<file path="src/common/rv_pkg.sv">
`default_nettype none

package rv_pkg;

    localparam int xlen = 32;
    localparam int nregs = 32;
    localparam int reg_aw = $clog2(nregs);
    localparam logic [xlen-1:0] reset_pc = '0;

    // low bit of each instruction field
    localparam int f_opc_lo = 2;
    localparam int f_rd_lo = 7;
    localparam int f_funct3_lo = 12;
    localparam int f_rs1_lo = 15;
    localparam int f_rs2_lo = 20;
    // funct7 bit 5 selects SUB and SRA
    localparam int f_alt_bit = 30;

    typedef logic [31:0] inst_t;

    // --------------------
    // encodings
    // --------------------

    // opcode bits 6:2, the low two bits are always 2'b11 in RV32I
    typedef enum logic [4:0] {
        opc_load   = 5'b00000,
        opc_op_imm = 5'b00100,
        opc_auipc  = 5'b00101,
        opc_store  = 5'b01000,
        opc_op     = 5'b01100,
        opc_lui    = 5'b01101,
        opc_branch = 5'b11000,
        opc_jalr   = 5'b11001,
        opc_jal    = 5'b11011
    } opcode_e;

    typedef enum logic [2:0] {
        fn_beq  = 3'b000,
        fn_bne  = 3'b001,
        fn_blt  = 3'b100,
        fn_bge  = 3'b101,
        fn_bltu = 3'b110,
        fn_bgeu = 3'b111
    } br_fn_e;

    typedef enum logic [3:0] {
        alu_add,
        alu_sub,
        alu_sll,
        alu_slt,
        alu_sltu,
        alu_xor,
        alu_srl,
        alu_sra,
        alu_or,
        alu_and,
        alu_pass_b
    } alu_op_e;

    typedef enum logic [1:0] {
        wb_pc_plus4 = 2'b00,
        wb_mem      = 2'b01,
        wb_alu      = 2'b10
    } wb_sel_e;

    // --------------------
    // control bundles
    // --------------------

    typedef struct packed {
        alu_op_e alu_op;
        logic    a_sel;
        logic    b_sel;
        logic    brun;
        logic    dmem_we;
    } ex_ctrl_t;

    typedef struct packed {
        logic    reg_we;
        wb_sel_e wb_sel;
    } wb_ctrl_t;

    typedef struct packed {
        logic [reg_aw-1:0] rd;
        logic [xlen-1:0]   data;
    } trace_t;

endpackage

`default_nettype wire

</file>
<file path="src/control/control.sv">
`timescale 1ns/1ps
`default_nettype none

module control (
    input  wire logic          clk,
    input  wire logic          rst,
    input  wire rv_pkg::inst_t execute_inst,
    input  wire rv_pkg::inst_t writeback_inst,
    input  wire logic          breq,
    input  wire logic          brlt,
    output rv_pkg::ex_ctrl_t   ex_ctrl,
    output rv_pkg::wb_ctrl_t   wb_ctrl,
    output logic               pc_sel
);

    rv_pkg::opcode_e ex_opc;
    rv_pkg::opcode_e wb_opc;
    rv_pkg::br_fn_e  br_fn;
    rv_pkg::alu_op_e ex_alu_op;
    rv_pkg::wb_sel_e wb_src;
    logic [2:0]      ex_funct3;
    logic            ex_alt;
    logic            br_cond;
    logic            taken;
    logic            wb_we;
    logic            execute_valid;
    logic            writeback_valid;

    assign ex_opc = rv_pkg::opcode_e'(execute_inst[rv_pkg::f_opc_lo +: $bits(rv_pkg::opcode_e)]);
    assign wb_opc = rv_pkg::opcode_e'(writeback_inst[rv_pkg::f_opc_lo +: $bits(rv_pkg::opcode_e)]);
    assign ex_funct3 = execute_inst[rv_pkg::f_funct3_lo +: 3];
    assign br_fn = rv_pkg::br_fn_e'(ex_funct3);
    assign ex_alt = execute_inst[rv_pkg::f_alt_bit];

    // --------------------
    // execute decode
    // --------------------

    // OP-IMM never subtracts, bit 30 there is part of the immediate
    always_comb begin
        ex_alu_op = rv_pkg::alu_add;
        if (ex_opc == rv_pkg::opc_lui) begin
            ex_alu_op = rv_pkg::alu_pass_b;
        end else if (ex_opc == rv_pkg::opc_op || ex_opc == rv_pkg::opc_op_imm) begin
            case (ex_funct3)
                3'b000: begin
                    if (ex_opc == rv_pkg::opc_op && ex_alt) begin
                        ex_alu_op = rv_pkg::alu_sub;
                    end
                end
                3'b001: ex_alu_op = rv_pkg::alu_sll;
                3'b010: ex_alu_op = rv_pkg::alu_slt;
                3'b011: ex_alu_op = rv_pkg::alu_sltu;
                3'b100: ex_alu_op = rv_pkg::alu_xor;
                3'b101: begin
                    if (ex_alt) begin
                        ex_alu_op = rv_pkg::alu_sra;
                    end else begin
                        ex_alu_op = rv_pkg::alu_srl;
                    end
                end
                3'b110: ex_alu_op = rv_pkg::alu_or;
                default: ex_alu_op = rv_pkg::alu_and;
            endcase
        end
    end

    always_comb begin
        case (br_fn)
            rv_pkg::fn_beq:  br_cond = breq;
            rv_pkg::fn_bne:  br_cond = !breq;
            rv_pkg::fn_blt,
            rv_pkg::fn_bltu: br_cond = brlt;
            rv_pkg::fn_bge,
            rv_pkg::fn_bgeu: br_cond = !brlt;
            default:         br_cond = 1'b0;
        endcase
    end

    assign taken = (ex_opc == rv_pkg::opc_jal) || (ex_opc == rv_pkg::opc_jalr)
                || (ex_opc == rv_pkg::opc_branch && br_cond);
    assign pc_sel = execute_valid && taken;

    always_comb begin
        ex_ctrl.alu_op = ex_alu_op;
        ex_ctrl.a_sel = ex_opc inside {rv_pkg::opc_auipc, rv_pkg::opc_jal, rv_pkg::opc_branch};
        ex_ctrl.b_sel = (ex_opc != rv_pkg::opc_op);
        ex_ctrl.brun = (ex_opc == rv_pkg::opc_branch)
                    && (br_fn == rv_pkg::fn_bltu || br_fn == rv_pkg::fn_bgeu);
        ex_ctrl.dmem_we = execute_valid && (ex_opc == rv_pkg::opc_store);
    end

    // --------------------
    // writeback decode
    // --------------------

    always_comb begin
        case (wb_opc)
            rv_pkg::opc_jal,
            rv_pkg::opc_jalr: wb_src = rv_pkg::wb_pc_plus4;
            rv_pkg::opc_load: wb_src = rv_pkg::wb_mem;
            default:          wb_src = rv_pkg::wb_alu;
        endcase
    end

    assign wb_we = writeback_valid && (wb_opc inside {rv_pkg::opc_lui, rv_pkg::opc_auipc,
        rv_pkg::opc_jal, rv_pkg::opc_jalr, rv_pkg::opc_load, rv_pkg::opc_op_imm,
        rv_pkg::opc_op});

    assign wb_ctrl = '{reg_we: wb_we, wb_sel: wb_src};

    // fetch is always valid once out of reset, only a taken branch kills it
    always_ff @(posedge clk) begin
        if (rst) begin
            execute_valid <= 1'b0;
            writeback_valid <= 1'b0;
        end else begin
            execute_valid <= !pc_sel;
            writeback_valid <= execute_valid;
        end
    end

endmodule

`default_nettype wire

</file>
<file path="src/datapath/datapath.sv">
`timescale 1ns/1ps
`default_nettype none

module datapath (
    input  wire logic                     clk,
    input  wire logic                     rst,
    input  wire rv_pkg::ex_ctrl_t         ex_ctrl,
    input  wire rv_pkg::wb_ctrl_t         wb_ctrl,
    input  wire logic                     pc_sel,
    output rv_pkg::inst_t                 execute_inst,
    output rv_pkg::inst_t                 writeback_inst,
    output logic                          breq,
    output logic                          brlt,
    output logic [rv_pkg::xlen-1:0]       imem_addr,
    input  wire rv_pkg::inst_t            imem_rdata,
    output logic [rv_pkg::xlen-1:0]       dmem_addr,
    output logic [rv_pkg::xlen-1:0]       dmem_wdata,
    input  wire logic [rv_pkg::xlen-1:0]  dmem_rdata,
    output logic                          trace_valid,
    output rv_pkg::trace_t                trace
);

    logic [rv_pkg::xlen-1:0]   pc;
    logic [rv_pkg::xlen-1:0]   target;
    logic [rv_pkg::xlen-1:0]   rdata1;
    logic [rv_pkg::xlen-1:0]   rdata2;
    logic [rv_pkg::xlen-1:0]   ex_pc;
    logic [rv_pkg::xlen-1:0]   ex_rs1;
    logic [rv_pkg::xlen-1:0]   ex_rs2;
    logic [rv_pkg::xlen-1:0]   rs1_val;
    logic [rv_pkg::xlen-1:0]   rs2_val;
    logic [rv_pkg::xlen-1:0]   imm;
    logic [rv_pkg::xlen-1:0]   alu_a;
    logic [rv_pkg::xlen-1:0]   alu_b;
    logic [rv_pkg::xlen-1:0]   alu_result;
    logic [rv_pkg::xlen-1:0]   wb_pc4;
    logic [rv_pkg::xlen-1:0]   wb_alu;
    logic [rv_pkg::xlen-1:0]   wb_load;
    logic [rv_pkg::xlen-1:0]   wb_data;
    logic [rv_pkg::reg_aw-1:0] ex_rs1_addr;
    logic [rv_pkg::reg_aw-1:0] ex_rs2_addr;
    logic [rv_pkg::reg_aw-1:0] wb_rd;
    logic                      fwd_en;
    rv_pkg::opcode_e           ex_opc;

    // --------------------
    // fetch and decode
    // --------------------

    // JALR needs bit 0 cleared, branch and JAL targets are already even
    assign target = {alu_result[rv_pkg::xlen-1:1], 1'b0};
    assign imem_addr = pc;

    always_ff @(posedge clk) begin
        if (rst) begin
            pc <= rv_pkg::reset_pc;
        end else if (pc_sel) begin
            pc <= target;
        end else begin
            pc <= pc + 32'd4;
        end
    end

    reg_file u_reg_file (
        .clk    (clk),
        .we     (wb_ctrl.reg_we),
        .waddr  (wb_rd),
        .raddr1 (imem_rdata[rv_pkg::f_rs1_lo +: rv_pkg::reg_aw]),
        .raddr2 (imem_rdata[rv_pkg::f_rs2_lo +: rv_pkg::reg_aw]),
        .wdata  (wb_data),
        .rdata1 (rdata1),
        .rdata2 (rdata2)
    );

    always_ff @(posedge clk) begin
        execute_inst <= imem_rdata;
        ex_pc <= pc;
        ex_rs1 <= rdata1;
        ex_rs2 <= rdata2;
    end

    // --------------------
    // execute
    // --------------------

    assign ex_opc = rv_pkg::opcode_e'(execute_inst[rv_pkg::f_opc_lo +: $bits(rv_pkg::opcode_e)]);
    assign ex_rs1_addr = execute_inst[rv_pkg::f_rs1_lo +: rv_pkg::reg_aw];
    assign ex_rs2_addr = execute_inst[rv_pkg::f_rs2_lo +: rv_pkg::reg_aw];

    // the instruction one ahead is in writeback and has not reached the file yet
    assign rs1_val = (fwd_en && wb_rd == ex_rs1_addr) ? wb_data : ex_rs1;
    assign rs2_val = (fwd_en && wb_rd == ex_rs2_addr) ? wb_data : ex_rs2;

    always_comb begin
        case (ex_opc)
            rv_pkg::opc_store:
                imm = {{20{execute_inst[31]}}, execute_inst[31:25], execute_inst[11:7]};
            rv_pkg::opc_branch:
                imm = {{20{execute_inst[31]}}, execute_inst[7], execute_inst[30:25],
                       execute_inst[11:8], 1'b0};
            rv_pkg::opc_lui,
            rv_pkg::opc_auipc:
                imm = {execute_inst[31:12], 12'b0};
            rv_pkg::opc_jal:
                imm = {{12{execute_inst[31]}}, execute_inst[19:12], execute_inst[20],
                       execute_inst[30:21], 1'b0};
            default:
                imm = {{20{execute_inst[31]}}, execute_inst[31:20]};
        endcase
    end

    assign breq = (rs1_val == rs2_val);
    assign brlt = ex_ctrl.brun ? (rs1_val < rs2_val) : ($signed(rs1_val) < $signed(rs2_val));

    assign alu_a = ex_ctrl.a_sel ? ex_pc : rs1_val;
    assign alu_b = ex_ctrl.b_sel ? imm : rs2_val;

    alu u_alu (
        .a      (alu_a),
        .b      (alu_b),
        .op     (ex_ctrl.alu_op),
        .result (alu_result)
    );

    assign dmem_addr = alu_result;
    assign dmem_wdata = rs2_val;

    always_ff @(posedge clk) begin
        writeback_inst <= execute_inst;
        wb_pc4 <= ex_pc + 32'd4;
        wb_alu <= alu_result;
        wb_load <= dmem_rdata;
    end

    // --------------------
    // writeback
    // --------------------

    always_comb begin
        case (wb_ctrl.wb_sel)
            rv_pkg::wb_pc_plus4: wb_data = wb_pc4;
            rv_pkg::wb_mem:      wb_data = wb_load;
            default:             wb_data = wb_alu;
        endcase
    end

    assign wb_rd = writeback_inst[rv_pkg::f_rd_lo +: rv_pkg::reg_aw];
    assign fwd_en = wb_ctrl.reg_we && (wb_rd != '0);

    assign trace_valid = fwd_en;
    assign trace = '{rd: wb_rd, data: wb_data};

endmodule

`default_nettype wire

</file>
<file path="src/design/alu.sv">
`timescale 1ns/1ps
`default_nettype none

module alu (
    input  wire logic [rv_pkg::xlen-1:0] a,
    input  wire logic [rv_pkg::xlen-1:0] b,
    input  wire rv_pkg::alu_op_e         op,
    output logic [rv_pkg::xlen-1:0]      result
);

    logic [4:0] shamt;

    assign shamt = b[4:0];

    always_comb begin
        case (op)
            rv_pkg::alu_add:
                result = a + b;
            rv_pkg::alu_sub:
                result = a - b;
            rv_pkg::alu_sll:
                result = a << shamt;
            rv_pkg::alu_slt:
                result = {{(rv_pkg::xlen-1){1'b0}}, $signed(a) < $signed(b)};
            rv_pkg::alu_sltu:
                result = {{(rv_pkg::xlen-1){1'b0}}, a < b};
            rv_pkg::alu_xor:
                result = a ^ b;
            rv_pkg::alu_srl:
                result = a >> shamt;
            rv_pkg::alu_sra:
                result = $unsigned($signed(a) >>> shamt);
            rv_pkg::alu_or:
                result = a | b;
            rv_pkg::alu_and:
                result = a & b;
            // LUI already has the upper immediate in b
            rv_pkg::alu_pass_b:
                result = b;
            default:
                result = '0;
        endcase
    end

endmodule

`default_nettype wire

</file>
<file path="src/design/cpu_top.sv">
`timescale 1ns/1ps
`default_nettype none

module cpu_top (
    input  wire logic                     clk,
    input  wire logic                     rst,
    output logic [rv_pkg::xlen-1:0]       imem_addr,
    input  wire rv_pkg::inst_t            imem_rdata,
    output logic [rv_pkg::xlen-1:0]       dmem_addr,
    output logic [rv_pkg::xlen-1:0]       dmem_wdata,
    output logic                          dmem_we,
    input  wire logic [rv_pkg::xlen-1:0]  dmem_rdata,
    output logic                          trace_valid,
    output rv_pkg::trace_t                trace
);

    rv_pkg::inst_t    execute_inst;
    rv_pkg::inst_t    writeback_inst;
    rv_pkg::ex_ctrl_t ex_ctrl;
    rv_pkg::wb_ctrl_t wb_ctrl;
    logic             pc_sel;
    logic             breq;
    logic             brlt;

    control u_control (
        .clk            (clk),
        .rst            (rst),
        .execute_inst   (execute_inst),
        .writeback_inst (writeback_inst),
        .breq           (breq),
        .brlt           (brlt),
        .ex_ctrl        (ex_ctrl),
        .wb_ctrl        (wb_ctrl),
        .pc_sel         (pc_sel)
    );

    datapath u_datapath (
        .clk            (clk),
        .rst            (rst),
        .ex_ctrl        (ex_ctrl),
        .wb_ctrl        (wb_ctrl),
        .pc_sel         (pc_sel),
        .execute_inst   (execute_inst),
        .writeback_inst (writeback_inst),
        .breq           (breq),
        .brlt           (brlt),
        .imem_addr      (imem_addr),
        .imem_rdata     (imem_rdata),
        .dmem_addr      (dmem_addr),
        .dmem_wdata     (dmem_wdata),
        .dmem_rdata     (dmem_rdata),
        .trace_valid    (trace_valid),
        .trace          (trace)
    );

    // store enable is already qualified by the execute valid bit in control
    assign dmem_we = ex_ctrl.dmem_we;

endmodule

`default_nettype wire

</file>
<file path="src/design/reg_file.sv">
`timescale 1ns/1ps
`default_nettype none

module reg_file (
    input  wire logic                       clk,
    input  wire logic                       we,
    input  wire logic [rv_pkg::reg_aw-1:0]  waddr,
    input  wire logic [rv_pkg::reg_aw-1:0]  raddr1,
    input  wire logic [rv_pkg::reg_aw-1:0]  raddr2,
    input  wire logic [rv_pkg::xlen-1:0]    wdata,
    output logic [rv_pkg::xlen-1:0]         rdata1,
    output logic [rv_pkg::xlen-1:0]         rdata2
);

    logic [rv_pkg::xlen-1:0] regs [rv_pkg::nregs];

    // x0 reads zero, a same-cycle write to the read address is passed through
    function automatic logic [rv_pkg::xlen-1:0] read_port(
        input logic [rv_pkg::reg_aw-1:0] raddr
    );
        if (raddr == '0) begin
            return '0;
        end else if (we && waddr == raddr) begin
            return wdata;
        end
        return regs[raddr];
    endfunction

    always_ff @(posedge clk) begin
        if (we && waddr != '0) begin
            regs[waddr] <= wdata;
        end
    end

    always_comb begin
        rdata1 = read_port(raddr1);
        rdata2 = read_port(raddr2);
    end

endmodule

`default_nettype wire

</file>
<file path="config.mk">
export PLATFORM = sky130hd
export DESIGN_NAME = cpu_top
export DESIGN_NICKNAME = d
export VERILOG_FILES = /design/src/common/rv_pkg.sv /design/src/control/control.sv /design/src/datapath/datapath.sv /design/src/design/alu.sv /design/src/design/cpu_top.sv /design/src/design/reg_file.sv
export SDC_FILE = /design/constraint.sdc
export NUM_CORES = 2
export LEC_CHECK = 0
export BUFFER_PORTS_ARGS = -buffer_cell sky130_fd_sc_hd__buf_2
export CORE_MARGIN = 4
export CORE_UTILIZATION = 40
export DETAILED_ROUTE_END_ITERATION = 6
export PLACE_DENSITY = 0.58
export SYNTH_ARGS = -nofsm -noshare
export SYNTH_HDL_FRONTEND = slang
export SYNTH_SLANG_ARGS = --single-unit
</file>
<file path="constraint.sdc">
create_clock -name clk -period 7.1 [get_ports clk]
set_input_delay 1.42 -clock clk [delete_from_list [all_inputs] [get_ports clk]]
set_output_delay 1.42 -clock clk [all_outputs]
set_load 0.01 [all_outputs]
</file>
==> out/qor.yml <==
logic_synthesis:
  synth_enable_flop_cells: 1024
  syn_area_per_cell_um2: 14.83
  ys.flop_type: "edfxtp_1"
  synthTopCellsByCount: "edfxtp_1, mux4_2, nor2_1"
  yosysMostFrequentCell: "edfxtp_1"
  async_flop_share: 0
  synth_cell_types: 98
  yosys_warnings: 0
  netlist_area_mm2: 0.06708
  synth_top_area_share: 0.4584
  seq_area_frac_synth: 0.5369
  yosysTopAreaCell: "edfxtp_1"
  netlist_instances: 4522
  synth_seq_cells: 1287
  synth_area_leaders: "edfxtp_1, mux4_2, dfxtp_1"
sta:
  hold_ws_ps: 410.5
  tns_ps: -5212
  max_slew_margin: 0.2379
  final.period_utilization: 1.066
  rsz0062_at_grt: "true"
  max_clock_freq_mhz: 132.1
  setup_viol: 20
  setup_slack_ps: -470.5
  clock_skew_ps: 32.02
  slew_viol_final: 0
  hold_violations: 0
  worst_slew_pin_slew_ps: 1140
  finalCriticalPeriod_ps: 7570
status:
  violations: "negative setup slack"
  status: "finished, violations left"
power_and_ir_drop:
  p_leak_uw: 0.02961
  internal_power_uw: 15840
  p_comb_frac: 0.284
  ir_worst_vdd_v: 0.0002697
  power_switching_uw: 7369
  p_seq_frac: 0.401
  clockPowerShare: 0.316
  p_per_area_mw_per_mm2: 279.5
  p_sw_frac: 0.3174
cts:
  clk_pin_slew_ps: 60
  clk_latency_ps: 810
  clock-root-buffer: "clkbuf_16"
  cts_max_level: 4
  cts_made_buffers: 143
  clock_path_buffers: 3
  clock_sinks: 1287
  cts_tree: "built"
place:
  hpwlAfterDp_um: 179100
  port_buffers: 197
  post-place-ws_ps: -746.8
  place_congestion: 1.036
  postPlaceCellArea_mm2: 0.07479
  dp_cells: 7245
global_routing:
  grt_pass1_wl_um: 367300
  grt_antenna_before_repair: 5
  met2_usage: 0.4948
  top_usage_layer: "met2"
  grtUsageMet1: 0.3547
  overflow: 0
  use_met3: 0.05559
  grt_pass1_vias: 47931
  track_usage: 0.2987
  grt_max_degree: 98
detailed_routing:
  wire_per_inst_um: 34.53
  drt_wl_total_um: 263600
  firstDrtPassIters: 7
  ant_nets: 0
  drt_iter0_drc: 5338
  viasPerCell: 6.203
  vias: 47364
  drc: 0
critical_path:
  r2r-start: "u_datapath.writeback_inst[6]"
  r2r_end: "u_datapath.imem_addr[27]"
  crit_path_start_kind: "flop"
  r2r.worst_path.cells: 25
  slowest_stage: "or4_4"
  crit_start: "u_datapath.writeback_inst[6]"
  critical_path.endpoint: "dmem_addr[17]"
  worstPathArrival_ps: 6150
  max_stage_delay_ps: 540
  worst-endpoint-required_ps: 5680
  path_class: "reg -> out"
  r2r_slack_ps: 900
  end_kind: "output port"
  crit_fanout: 9
finish:
  nNetsFinal: 5510
  area_delta_synth_final_pct: 23.80
  final_area_mm2: 0.08304
  fill_cells: 14178
  drive_gt1_frac: 0.4053
  instances_no_fill: 7636
die:
  die_y_um: 417.5
  io_pins: 201
  core_area_mm2: 0.1668
  row_count: 150
  die_x_um: 417.5
  dieArea_mm2: 0.1743
  start_util: 0.4020
flow_run:
  drv_cap: 0
worst_hold_path:
  worstHoldPathType: "reg -> reg"
## power groups by stage
stage               logic, µW  registers (µW)  clock network (µW)
floorplan                2710            9350                   0
global placement         5660            9430                   0
detailed placement       5680            9420                   0
CTS                      6140            9280                7450
global route             6880            9310                7770
finish                   6580            9300                7330
## metrics by stage
step                      power [µW]    util
after detailed placement       15100  0.4483
after global routing           23950  0.4977
after global placement         15090  0.4483
final                          23210  0.4977
after CTS                      22880  0.4885
after floorplan                12050       -
## area by class of cell
| cell class | instances | area [µm²] | share of cell area |
|---|---|---|---|
| tap | 2204 | 2758 | 0.03321 |
| antenna | 1 | 2.502 | 0.00003013 |
| sequential | 1287 | 36030 | 0.4339 |
| clock buffer | 185 | 3819 | 0.04599 |
| timing repair buffer | 944 | 7395 | 0.08905 |
| clock inverter | 78 | 802.0 | 0.009658 |
| multi-input combinational | 2764 | 31570 | 0.3801 |
| inverter | 173 | 666.9 | 0.008031 |
## worst max-delay path: cells and delay by family (launching register included)
family	cells	cell delay, ps
DFF	1	330
AOI/OAI and AO/OA	8	1290
and+or+nand+nor	5	1720
xor gates and xnor gates	1	190
adders and majority gates	1	130
buffers and inverters	13	1680
## cells by family after synthesis
| kind of cell | synth area share |
|---|---|
| DFF | 0.5369 |
| muxes | 0.2578 |
| AOI/OAI and AO/OA | 0.08121 |
| and+or+nand+nor | 0.05536 |
| buffers and inverters | 0.03046 |
| adders and majority gates | 0.02466 |
| xor gates and xnor gates | 0.01358 |
| other | 0.00005590 |
## timing repair
action	CTS	global route
hold buffers	0	0
pin swaps	113	116
cloned	2	0
setup buffers	80	71
setup endpoints to repair	31	29
gates resized for setup	328	231
## metal layers
layer,part of all wire,wire [µm]
met3,0.069,18150
met1,0.36,95430
met4,0.084,22170
met5,0,0
met2,0.49,127900
## how the worst min path moves through the flow
stage	start	end	slack [ps]	depth (start not counted)
after floorplan	u_datapath.execute_inst[3]	u_datapath.writeback_inst[3]	330	0
after global placement	u_datapath.imem_addr[10]	u_datapath.ex_pc[10]	400	0
after detailed placement	u_datapath.imem_addr[30]	u_datapath.ex_pc[30]	400	0
after CTS	u_datapath.imem_addr[30]	u_datapath.ex_pc[30]	410	0
after global routing	u_datapath.imem_addr[30]	u_datapath.ex_pc[30]	420	0
final	u_datapath.imem_addr[30]	u_datapath.ex_pc[30]	410	0
## state kept, by name, summed over array words and instances (netlist names)
signal / cells
u_datapath.u_reg_file.regs: 1024
u_datapath.ex_rs1: 32
u_datapath.ex_rs2: 32
u_datapath.wb_alu: 32
u_datapath.wb_load: 32
u_datapath.ex_pc: 31
u_datapath.imem_addr: 31
u_datapath.wb_pc4: 31
u_datapath.execute_inst: 30
u_datapath.writeback_inst: 10
u_control.execute_valid: 1
u_control.writeback_valid: 1
## layout by cell type (no fill, tap or decap), types with 77 or more instances in the layout
cell	count
mux2i_1	205
edfxtp_1	1024
clkbuf_16	145
a21oi_1	135
ha_1	101
buf_6	78
buf_4	653
mux4_2	643
buf_2	173
dfxtp_1	252
nand2_1	184
nor2_1	231
inv_1	150
o21ai_0	77
a211oi_1	79
Note: power is estimated with default switching activity, not from simulation.
